==> config.mk <==
export PLATFORM = sky130hd
export DESIGN_NAME = wb_bank_decoder
export DESIGN_NICKNAME = d
export VERILOG_FILES = /design/src/hdl/mem_pkg.sv /design/src/hdl/wb_bank_decoder.sv
export SDC_FILE = /design/constraint.sdc
export NUM_CORES = 1
export LEC_CHECK = 0
export ABC_AREA = 0
export BUFFER_PORTS_ARGS = -buffer_cell sky130_fd_sc_hd__clkbuf_2
export CAP_MARGIN = 15
export CORE_AREA = 10 10 107 109
export DETAILED_ROUTE_END_ITERATION = 7
export DIE_AREA = 0 0 117 119
export SLEW_MARGIN = 10
export SYNTH_ARGS = -nofsm -noshare
export SYNTH_HDL_FRONTEND = slang
export SYNTH_SLANG_ARGS = --single-unit
==> constraint.sdc <==
create_clock -name i_clock -period 4.41 [get_ports i_clock]
set_clock_uncertainty 0.15 [all_clocks]
set_input_delay 0.2205 -clock i_clock [delete_from_list [all_inputs] [get_ports i_clock]]
set_output_delay 0.2205 -clock i_clock [all_outputs]
set_load 0.05 [all_outputs]
==> src/hdl/mem_pkg.sv <==
`default_nettype none

package mem_pkg;

	// bus geometry
	localparam int ADDR_WIDTH = 32;
	localparam int DATA_WIDTH = 32;

	// byte address to word index
	localparam int ADDR_LSH = 2;

	// main RAM, 4 KiB
	localparam logic [ADDR_WIDTH-1:0] RAM_BASE = 32'h0000_0000;
	localparam int RAM_WORDS = 1024;
	localparam logic [ADDR_WIDTH-1:0] RAM_BYTES = ADDR_WIDTH'(RAM_WORDS << ADDR_LSH);

	// scratch RAM, 256 bytes
	localparam logic [ADDR_WIDTH-1:0] SCRATCH_BASE = 32'h0001_0000;
	localparam int SCRATCH_WORDS = 64;
	localparam logic [ADDR_WIDTH-1:0] SCRATCH_BYTES =
		ADDR_WIDTH'(SCRATCH_WORDS << ADDR_LSH);

	// what the main RAM holds once its wipe is done
	localparam logic [DATA_WIDTH-1:0] FILL_WORD = 32'hDEAD_0000;

endpackage

`default_nettype wire

==> src/hdl/wb_bank_decoder.sv <==
`default_nettype none

module wb_bank_decoder (
	input wire i_clock,
	input wire i_reset,

	// external slave port
	input wire i_wb_cyc,
	input wire i_wb_stb,
	input wire i_wb_we,
	input wire [mem_pkg::ADDR_WIDTH-1:0] i_wb_adr,
	input wire [mem_pkg::DATA_WIDTH-1:0] i_wb_dat,
	output logic [mem_pkg::DATA_WIDTH-1:0] o_wb_dat,
	output logic o_wb_ack,
	output logic o_wb_err,

	// main RAM bank
	output logic o_ram_stb,
	output logic o_ram_we,
	output logic [mem_pkg::ADDR_WIDTH-1:0] o_ram_adr,
	output logic [mem_pkg::DATA_WIDTH-1:0] o_ram_dat,
	input wire i_ram_ack,
	input wire [mem_pkg::DATA_WIDTH-1:0] i_ram_dat,

	// scratch RAM bank
	output logic o_scratch_stb,
	output logic o_scratch_we,
	output logic [mem_pkg::ADDR_WIDTH-1:0] o_scratch_adr,
	output logic [mem_pkg::DATA_WIDTH-1:0] o_scratch_dat,
	input wire i_scratch_ack,
	input wire [mem_pkg::DATA_WIDTH-1:0] i_scratch_dat
);

	logic cycle_active;
	logic [mem_pkg::ADDR_WIDTH-1:0] ram_offset;
	logic [mem_pkg::ADDR_WIDTH-1:0] scratch_offset;
	logic ram_hit;
	logic scratch_hit;

	assign cycle_active = i_wb_cyc && i_wb_stb;

	// an address below a base wraps to a large offset and misses
	assign ram_offset = i_wb_adr - mem_pkg::RAM_BASE;
	assign scratch_offset = i_wb_adr - mem_pkg::SCRATCH_BASE;
	assign ram_hit = ram_offset < mem_pkg::RAM_BYTES;
	assign scratch_hit = scratch_offset < mem_pkg::SCRATCH_BYTES;

	assign o_ram_stb = cycle_active && ram_hit;
	assign o_ram_we = i_wb_we;
	assign o_ram_adr = ram_offset >> mem_pkg::ADDR_LSH;
	assign o_ram_dat = i_wb_dat;

	assign o_scratch_stb = cycle_active && scratch_hit;
	assign o_scratch_we = i_wb_we;
	assign o_scratch_adr = scratch_offset >> mem_pkg::ADDR_LSH;
	assign o_scratch_dat = i_wb_dat;

	// return path follows the decoded bank
	always_comb begin
		if (ram_hit) begin
			o_wb_ack = i_ram_ack;
		end else if (scratch_hit) begin
			o_wb_ack = i_scratch_ack;
		end else begin
			o_wb_ack = 1'b0;
		end
	end

	assign o_wb_dat = scratch_hit ? i_scratch_dat : i_ram_dat;

	// unmapped: one err pulse a clock after stb, no bank sees the cycle
	always_ff @(posedge i_clock) begin
		if (i_reset) begin
			o_wb_err <= 1'b0;
		end else begin
			o_wb_err <= cycle_active && !ram_hit && !scratch_hit && !o_wb_err;
		end
	end

	ack_err_exclusive: assert property (
		@(posedge i_clock) disable iff (i_reset)
		!(o_wb_ack && o_wb_err)
	);

endmodule

`default_nettype wire

==> results of run 1 <==
power by group through the flow:
stage / Combinational, mW / Sequential [mW] / Clock, mW
3_3_place_gp: 0.309 / 0.00980 / 0
5_1_grt: 0.323 / 0.00988 / 0
3_5_place_dp: 0.310 / 0.00984 / 0
4_1_cts: 0.311 / 0.00986 / 0
6_report: 0.306 / 0.00984 / 0
2_1_floorplan: 0.420 / 0.0111 / 0
routing by layer:
layer	share of wire, %	wire length, um
met5	0	0
met1	39	3000
met2	46	3560
met3	12	952
met4	2.1	159
critical path, delay by kind of cell:
kind | cells | cell delay, ps
xor gates and xnor gates | 1 | 160
buffers and inverters | 3 | 900
muxes | 1 | 400
and+or+nand+nor | 4 | 1270
final timing paths:
| kind | start | endpoint | slack, ps | cells after the start |
|---|---|---|---|---|
| worst max-delay path | i_wb_adr[19] | o_wb_dat[31] | 1050 | 9 |
| worst min register to register | o_wb_err | o_wb_err | 450 | 2 |
| worst max register to register | o_wb_err | o_wb_err | 3570 | 2 |
| worst min-delay path | i_wb_dat[4] | o_scratch_dat[4] | 290 | 0 |
final cells by class:
cell class / instances / area (sq um)
Fill cell: 1050 / 7320
Inverter: 5 / 18.8
Multi-Input combinational cell: 115 / 1070
Sequential cell: 1 / 20.0
Tap cell: 114 / 143
Timing Repair Buffer: 178 / 893
synth_stat cells (2+ instances only):
library cell	number	share of area, %
nand2_1	8	1.5
nand3_1	4	1.0
nor2b_1	2	0.62
mux2_2	2	1.1
xnor2_1	5	2.2
nor3b_1	2	0.75
o21ai_0	2	0.50
nor4_4	3	3.2
buf_4	114	43
nor4b_1	3	1.3
inv_1	5	0.94
and3_1	2	0.62
a31oi_1	2	0.62
mux2_4	30	22
nor3_1	4	1.0
xor2_1	7	3.1
nand2b_1	2	0.62
ha_1	2	1.2
or3_1	2	0.62
nor2_1	12	2.2
buf_6	3	1.7
kinds of logic (layout without fill, tap and decap cells):
logic type / count (synthesis) / after routing / share of synthesized area (%)
buffers and inverters: 124 / 183 / 46.3
XOR/XNOR: 13 / 13 / 6.05
multiplexers: 33 / 33 / 24.1
AND/OR/NAND/NOR: 54 / 54 / 18.0
other: 1 / 4 / 0.187
adder cells (fa/ha/maj): 2 / 2 / 1.25
AO/OA/AOI/OAI: 9 / 9 / 3.18
flip-flops: 1 / 1 / 0.998
==> metrics, run 1 <==
Yosys Warn Count=0; Worst-Margin Slew=about 570 ps; first-pass GRT wire length=between 10,000 and 15,000 um; Switch Pwr=221 uW; vias per std cell=4.13; met1 GRT Util=11.4%; Most flops, register=o_wb_err; power share of the combinational group=96.9%; DRC=0; most frequent cells in the layout=clkbuf_2 (177), mux2_4 (30), nor2_1 (12); Max IR drop VDD=around 0.000047 V; f_max=298 MHz; maximum fanout along the worst path=32; final worst slack=1050 ps; min cycle time layout=between 3000 and 4000 ps; cell row count=36; largest net degree at the start of global routing=33; crit-path cells=clkbuf_2 -> nor4_4 -> nand4_2 -> nor4_2 -> xor2_2 -> nor4_4 -> buf_4 -> mux2_2 -> clkbuf_2; worst hold slack=291 ps; placed cell count=about 410; Leak=between 1 and 1.5 nW; sequential area share after synthesis=less than 1%; All-Layer GR Usage=~9.8%; Critical Path Slowest Stage Cell=nor4_4; global route total overflow=0; global routing's busiest layer=met2; HPWL Detailed=just over 7000 um; Mapped Area=between 0.002 and 0.0025 sq mm; # IOs=approximately 300; DR pass1 iterations=4; dpl cell area=between 0.002 and 0.0025 sq mm; met2 global-route usage=about 16%; crit-path max cell delay=just over 500 ps; Switching Share=69.8%; CP endpoint kind=output port; FF+latch count, synth=1; P per Cell Area=about 150 mW/mm^2; power share of the clock group=0%; share of layout cells above drive strength 1=between 70% and 80%; Worst EP required=just over 4000 ps; Worst-Skew Late Latency=0 ps; global routing usage on met3=3.82%; width of the die=about 120 um; Slew HR=62.0%; Mapped Cells=approximately 240; Worst EP arrival=about 3000 ps; critical path type=input pin to output port; setup TNS=0 ps; Port Buffers=~180; drt wl/cell=18.6 um; Final Wtd Congestion=around 0.76; die area=around 0.014 sq mm; biggest regs=o_wb_err: 1 flops; Setup-failing EPs final=0; RSZ-0062 raised after global routing=false; Post-Syn Area per Cell=approximately 8.5 sq um; final std cells w/o fill=413; Die Ht=119 um; antenna-violating nets left=0; post-CTS sizing=0; starting density of the core=roughly a fifth; Antenna diodes=0; commonest non-fill, non-tap cell in the layout=clkbuf_2; crit start category=input pin; maxcap violations=0; total routed wirelength=7670 um; synth unique cells=42; P_int=between 90 and 100 uW; total number of vias=between 1,500 and 2,000; drt initial violations=89; vias in the first global route=between 1,500 and 2,000; sequential share of power=under 10%; Max Slew Vio Count=0; core area=~0.0095 sq mm; Main synth FF type=dfxtp_1; Design Area, Final=around 0.0021 sq mm; Final period util=around 76%; EDFF count, synth=0; Post-CTS Repair Setup Buffers=0; pre-CTS WS=between 900 and 1000 ps; Final Util=between 20% and 30%; Post-synth ARST share=0%; antenna violations before repair=0; Pwr Total=between 300 and 400 uW; nets=around 440; Hold Crit Class=input pin to output port; Area Overhead vs Synth=6.80%; Hold Violations, Final=0; status=finished, final reports clean; cts hold-fix bufs=0; max reg flops=1
No activity file was read; power rests on OpenSTA's default activity.
==> inputs of run 2 (changes only) <==
--- a/config.mk
+++ b/config.mk
@@ -8,9 +8,9 @@
 export ABC_AREA = 0
 export BUFFER_PORTS_ARGS = -buffer_cell sky130_fd_sc_hd__clkbuf_2
 export CAP_MARGIN = 15
-export CORE_AREA = 10 10 107 109
+export CORE_AREA = 10 10 109 111
 export DETAILED_ROUTE_END_ITERATION = 7
-export DIE_AREA = 0 0 117 119
+export DIE_AREA = 0 0 119 121
 export SLEW_MARGIN = 10
 export SYNTH_ARGS = -nofsm -noshare
 export SYNTH_HDL_FRONTEND = slang
==> constraint.sdc (replaced) <==
create_clock -name i_clock -period 2.8 [get_ports i_clock]
set_clock_uncertainty 0.15 [all_clocks]
set_input_delay 0.14 -clock i_clock [delete_from_list [all_inputs] [get_ports i_clock]]
set_output_delay 0.14 -clock i_clock [all_outputs]
set_load 0.05 [all_outputs]
==> run 2 against run 1 <==
Effect of this change:
- routed wire length grew 10%
- combinational power grew 77%
- worst setup slack lost 920 ps
- sequential power grew 58%
- sequential share of layout area shrank 0.19 points
- final cell count grew 10%
- critical path depth grew 2
- die area grew 3.4%
- register-to-register slack lost 1600 ps
- first-iteration DRC count shrank 28%
- utilization grew 5.2 points
- largest cell class is now non-clock buffers
==> metrics, run 2 (synthesis results as in run 1) <==
status=finished, final reports clean; vias per std cell=around 4.0; commonest non-fill, non-tap cell in the layout=clkbuf_2; share of layout cells above drive strength 1=between 70% and 80%; die area=approximately 0.014 sq mm; width of the die=around 120 um; maxcap violations=0; f_max=~370 MHz; Final Util=27.8%; Most flops, register=o_wb_err; crit-path cells=clkbuf_2 -> nor4_4 -> buf_4 -> nand2_1 -> xor2_2 -> nand3_1 -> nor4_4 -> buf_6 -> clkbuf_16 -> mux2_4 -> buf_4; Final period util=95.6%; DRC=0; Max IR drop VDD=~0.00011 V; setup TNS=0 ps; Die Ht=121 um; largest net degree at the start of global routing=17; HPWL Detailed=approximately 7100 um; WP buf/inv=5; Port Buffers=approximately 180; Max Slew Vio Count=0; core area=just under 0.01 sq mm; Antenna diodes=0; antenna-violating nets left=0; min cycle time layout=around 2700 ps; Setup-failing EPs final=0; Worst EP required=2510 ps; antenna violations before repair=0; # IOs=301; R2R setup slack=just under 2000 ps; drt initial violations=between 60 and 70; Hold Violations, Final=0; cell family with most CP delay=buffers and inverters; final std cells w/o fill=about 460; starting density of the core=about a fifth; Hold Crit Class=input pin to output port; max reg flops=1; worst r2r path cells=2; crit-path max cell delay=310 ps; Worst-Skew Late Latency=0 ps; first-pass GRT wire length=about 12,000 um; Area Overhead vs Synth=33.7%; Leak=around 1.4 nW; Worst EP arrival=approximately 2400 ps; maximum fanout along the worst path=8; drt wl/cell=between 15 and 20 um; Worst Hold Depth=0; global route total overflow=0; most frequent cells in the layout=clkbuf_2 (142), buf_4 (36), mux2_4 (30); cts hold-fix bufs=0; placed cell count=449; vias in the first global route=roughly 2,100; CP endpoint kind=output port; DR pass1 iterations=4; total number of vias=between 1,500 and 2,000; Final Wtd Congestion=between 0.8 and 0.9; All-Layer GR Usage=9.91%; total routed wirelength=about 8400 um; critical path type=input pin to output port; WP depth=11; nets=462; fillers=1,065; crit start category=input pin; P per Cell Area=slightly above 200 mW/mm^2; cell row count=36; biggest regs=o_wb_err: 1 flops; Critical Path Slowest Stage Cell=nor4_4
-- run 2: cell count changes in the layout (fill, tap and decap cells not counted), sizes merged --
cell and delta:
inv -1, buf +56, clkbuf -32, clkinvlp +1
-- run 2: layout make-up --
| type | count | area, sq um | share of cell area, % |
|---|---|---|---|
| inverter | 5 | 22.5 | 0.840 |
| timing repair buffer | 202 | 1310 | 48.9 |
| multi-input combinational | 115 | 1160 | 43.3 |
| tap | 133 | 166 | 6.20 |
| sequential | 1 | 20.0 | 0.746 |
-- run 2: report_power, final --
part	internal, mW	total, mW	leakage, nW	switching [mW]
clock	0	0	0	0
sequential	0.0151	0.0155	0.00820	0.000355
combinational	0.181	0.542	1.38	0.361
-- run 2: path summary, 6_finish.rpt --
path	start	to
max	i_wb_adr[21]	o_wb_dat[7]
min	i_wb_dat[7]	o_ram_dat[7]
max reg2reg	o_wb_err	o_wb_err
min reg2reg	o_wb_err	o_wb_err
-- run 2: through the flow --
step           worst slack (ps)  cell area, sq um  total power, mW  hold slack (ps)
2_1_floorplan              5.65              2070            0.682              225
3_3_place_gp               13.1              2370            0.521              130
3_5_place_dp              -88.1              2370            0.525              130
4_1_cts                    10.7              2500            0.540              130
5_1_grt                   -14.5              2680            0.584              130
6_report                    124              2680            0.557              130
-- run 2: routing by layer --
metal  vias to the layer above  track usage [%]  routed length [um]
met2                       131             18.2                4420
met1                       818             10.2                2960
met3                        26             4.42                 910
met4                         0             1.83                 146
li1                        849                -                   -
met5                         -                0                   0
-- run 2: repair_timing --
item	CTS	global route
setup buffers	2	2
pin swaps	1	3
endpoints found under the hold margin	0	0
gates resized for setup	29	69
gates cloned	1	2
endpoints found under the setup margin	32	33
==> inputs of run 3 (changes only) <==
--- a/config.mk
+++ b/config.mk
@@ -9,8 +9,10 @@
 export BUFFER_PORTS_ARGS = -buffer_cell sky130_fd_sc_hd__clkbuf_2
 export CAP_MARGIN = 15
 export CORE_AREA = 10 10 109 111
+export CTS_BUF_LIST = sky130_fd_sc_hd__clkbuf_16
 export DETAILED_ROUTE_END_ITERATION = 7
 export DIE_AREA = 0 0 119 121
+export PLACE_DENSITY_LB_ADDON = 0.3
 export SLEW_MARGIN = 10
 export SYNTH_ARGS = -nofsm -noshare
 export SYNTH_HDL_FRONTEND = slang
==> run 3 against run 2 <==
Effect of this change:
- final cell count up 1.3%
- critical path depth up 1
- register-to-register slack worse by 40 ps
- utilization up 0.45 points
- via count up 0.88%
- routed wire length up 2.7%
- first-iteration DRC count down 25%
- maximum frequency down 1.3%
==> metrics, run 3 (synthesis results as in run 1) <==
min cycle time layout=2710 ps; Multi-input gate area=between 0.001 and 0.0015 sq mm; total routed wirelength=just under 9000 um; fillers=1,056; maximum fanout along the worst path=8; dpl cell area=0.00242 sq mm; P_int=slightly below 200 uW; status=finished, final reports clean; crit-path max cell delay=between 300 and 400 ps; final std cells w/o fill=462; reg-to-reg critical path startpoint=o_wb_err; power share of the clock group=0%; Port Buffers=177; R2R setup slack=around 1900 ps; Worst EP required=~2500 ps; Max Slew Vio Count=0; worst hold endpoint=o_scratch_adr[0]; Final Wtd Congestion=between 0.7 and 0.8; largest net degree at the start of global routing=13; cts hold-fix bufs=0; Leak=about 1.4 nW; RR Endpoint=o_wb_err; Switching Share=64.9%; Most flops, register=o_wb_err; nets=~470; global route total overflow=0; All-Layer GR Usage=between 10% and 20%; Worst-Skew Late Latency=0 ps; Setup-failing EPs final=0; placed cell count=roughly 460; Area Overhead vs Synth=35.8%; Critical Path Slowest Stage Cell=nor4_4; Switch Pwr=365 uW; Design Area, Final=0.00273 sq mm; starting density of the core=a little over a fifth; crit-path cells=clkbuf_2 -> nor4_4 -> buf_4 -> nand3_1 -> xnor2_1 -> nand2b_1 -> nor4_4 -> buf_4 -> buf_12 -> clkbuf_16 -> mux2_4 -> buf_6; max reg flops=1; Worst Hold Depth=0; biggest regs=o_wb_err: 1 flops; CP endpoint kind=output port; power share of the combinational group=about 100%; register area=roughly 20 sq um; antenna-violating nets left=0; sequential share of power=between 2 and 3%; width of the die=119 um; first-pass GRT wire length=roughly 12,000 um; HPWL Detailed=between 7000 and 8000 um; die area=0.0144 sq mm; Antenna diodes=0; vias per std cell=3.98; drt initial violations=48; share of layout cells above drive strength 1=between 70 and 80%; Worst EP arrival=between 2000 and 2500 ps; Hold Violations, Final=0; DRC=0; f_max=369 MHz; critical path type=input pin to output port; min-delay src=i_wb_adr[2]; crit start category=input pin; Die Ht=121 um; Hold Crit Class=input pin to output port; commonest non-fill, non-tap cell in the layout=clkbuf_2; core area=approximately 0.0096 sq mm; cell row count=36; total number of vias=1,840; DR pass1 iterations=4; vias in the first global route=between 2,000 and 2,500; maxcap violations=0; antenna violations before repair=0; Max IR drop VDD=between 0.0001 and 0.00015 V; drt wl/cell=~19 um; worst r2r path cells=2; worst hold slack=130 ps; Final period util=roughly 97%; most frequent cells in the layout=clkbuf_2 (148), mux2_4 (30), buf_4 (28); # IOs=between 300 and 400; P per Cell Area=slightly above 200 mW/mm^2
## run 3: cell count changes in the layout (fill, tap and decap cells not counted), moves of 2 or more
cell	before	now
buf_4	36	28
clkbuf_2	142	148
buf_8	0	2
buf_6	16	25
## run 3: worst max-delay path: cells and delay by family
kind	cells	cell delay, ps
mux	1	300
simple gates	4	860
xor+xnor	1	160
buf+inv	6	930
## run 3: what timing repair did
item | in CTS | in global routing
pin swaps | 0 | 3
buffers inserted | 0 | 4
gates cloned | 0 | 2
endpoints found under the setup margin | 27 | 30
gates resized for setup | 3 | 118
endpoints found under the hold margin | 0 | 0
## run 3: layer usage
layer  vias up  GRT usage [%]  share of wire [%]
li1        860              -                  -
met1       835           11.2                 38
met2       121           18.8                 52
met3        24           3.58                8.9
met4         0           1.83                1.3
met5         -              0                  0
## run 3: cell type report
cell class	count	area share [%]
inverter	5	0.826
timing repair buffer	208	49.8
tap	133	6.10
sequential	1	0.734
multi-input combinational	115	42.5
## run 3: metrics by stage
step / utilization (%) / total power, mW / setup slack (ps) / TNS, ps
floorplan: - / 0.682 / 5.65 / 0
global placement: 25.1 / 0.525 / 0.814 / 0
detailed placement: 25.1 / 0.528 / -104 / -2160
CTS: 25.3 / 0.532 / 3.40 / 0
global route: 28.3 / 0.590 / -4.70 / -9.95
finish: 28.3 / 0.563 / 89.8 / 0
## run 3: how the worst max path moves through the flow
stage / start / to / slack (ps) / depth (start not counted)
finish: i_wb_adr[21] / o_wb_dat[4] / 90 / 12
detailed placement: i_wb_adr[16] / o_wb_dat[5] / -100 / 12
global placement: i_wb_adr[16] / o_wb_dat[5] / 0.8 / 12
CTS: i_wb_adr[21] / o_wb_dat[3] / 3 / 11
global route: i_wb_adr[21] / o_wb_dat[15] / -5 / 12
floorplan: i_wb_adr[21] / o_wb_dat[10] / 6 / 7
## run 3: power by group through the flow
stage | Combinational (mW) | Sequential [mW] | Clock (mW)
3_3_place_gp | 0.509 | 0.0156 | 0
5_1_grt | 0.575 | 0.0156 | 0
6_report | 0.548 | 0.0155 | 0
2_1_floorplan | 0.665 | 0.0175 | 0
3_5_place_dp | 0.512 | 0.0155 | 0
4_1_cts | 0.516 | 0.0156 | 0
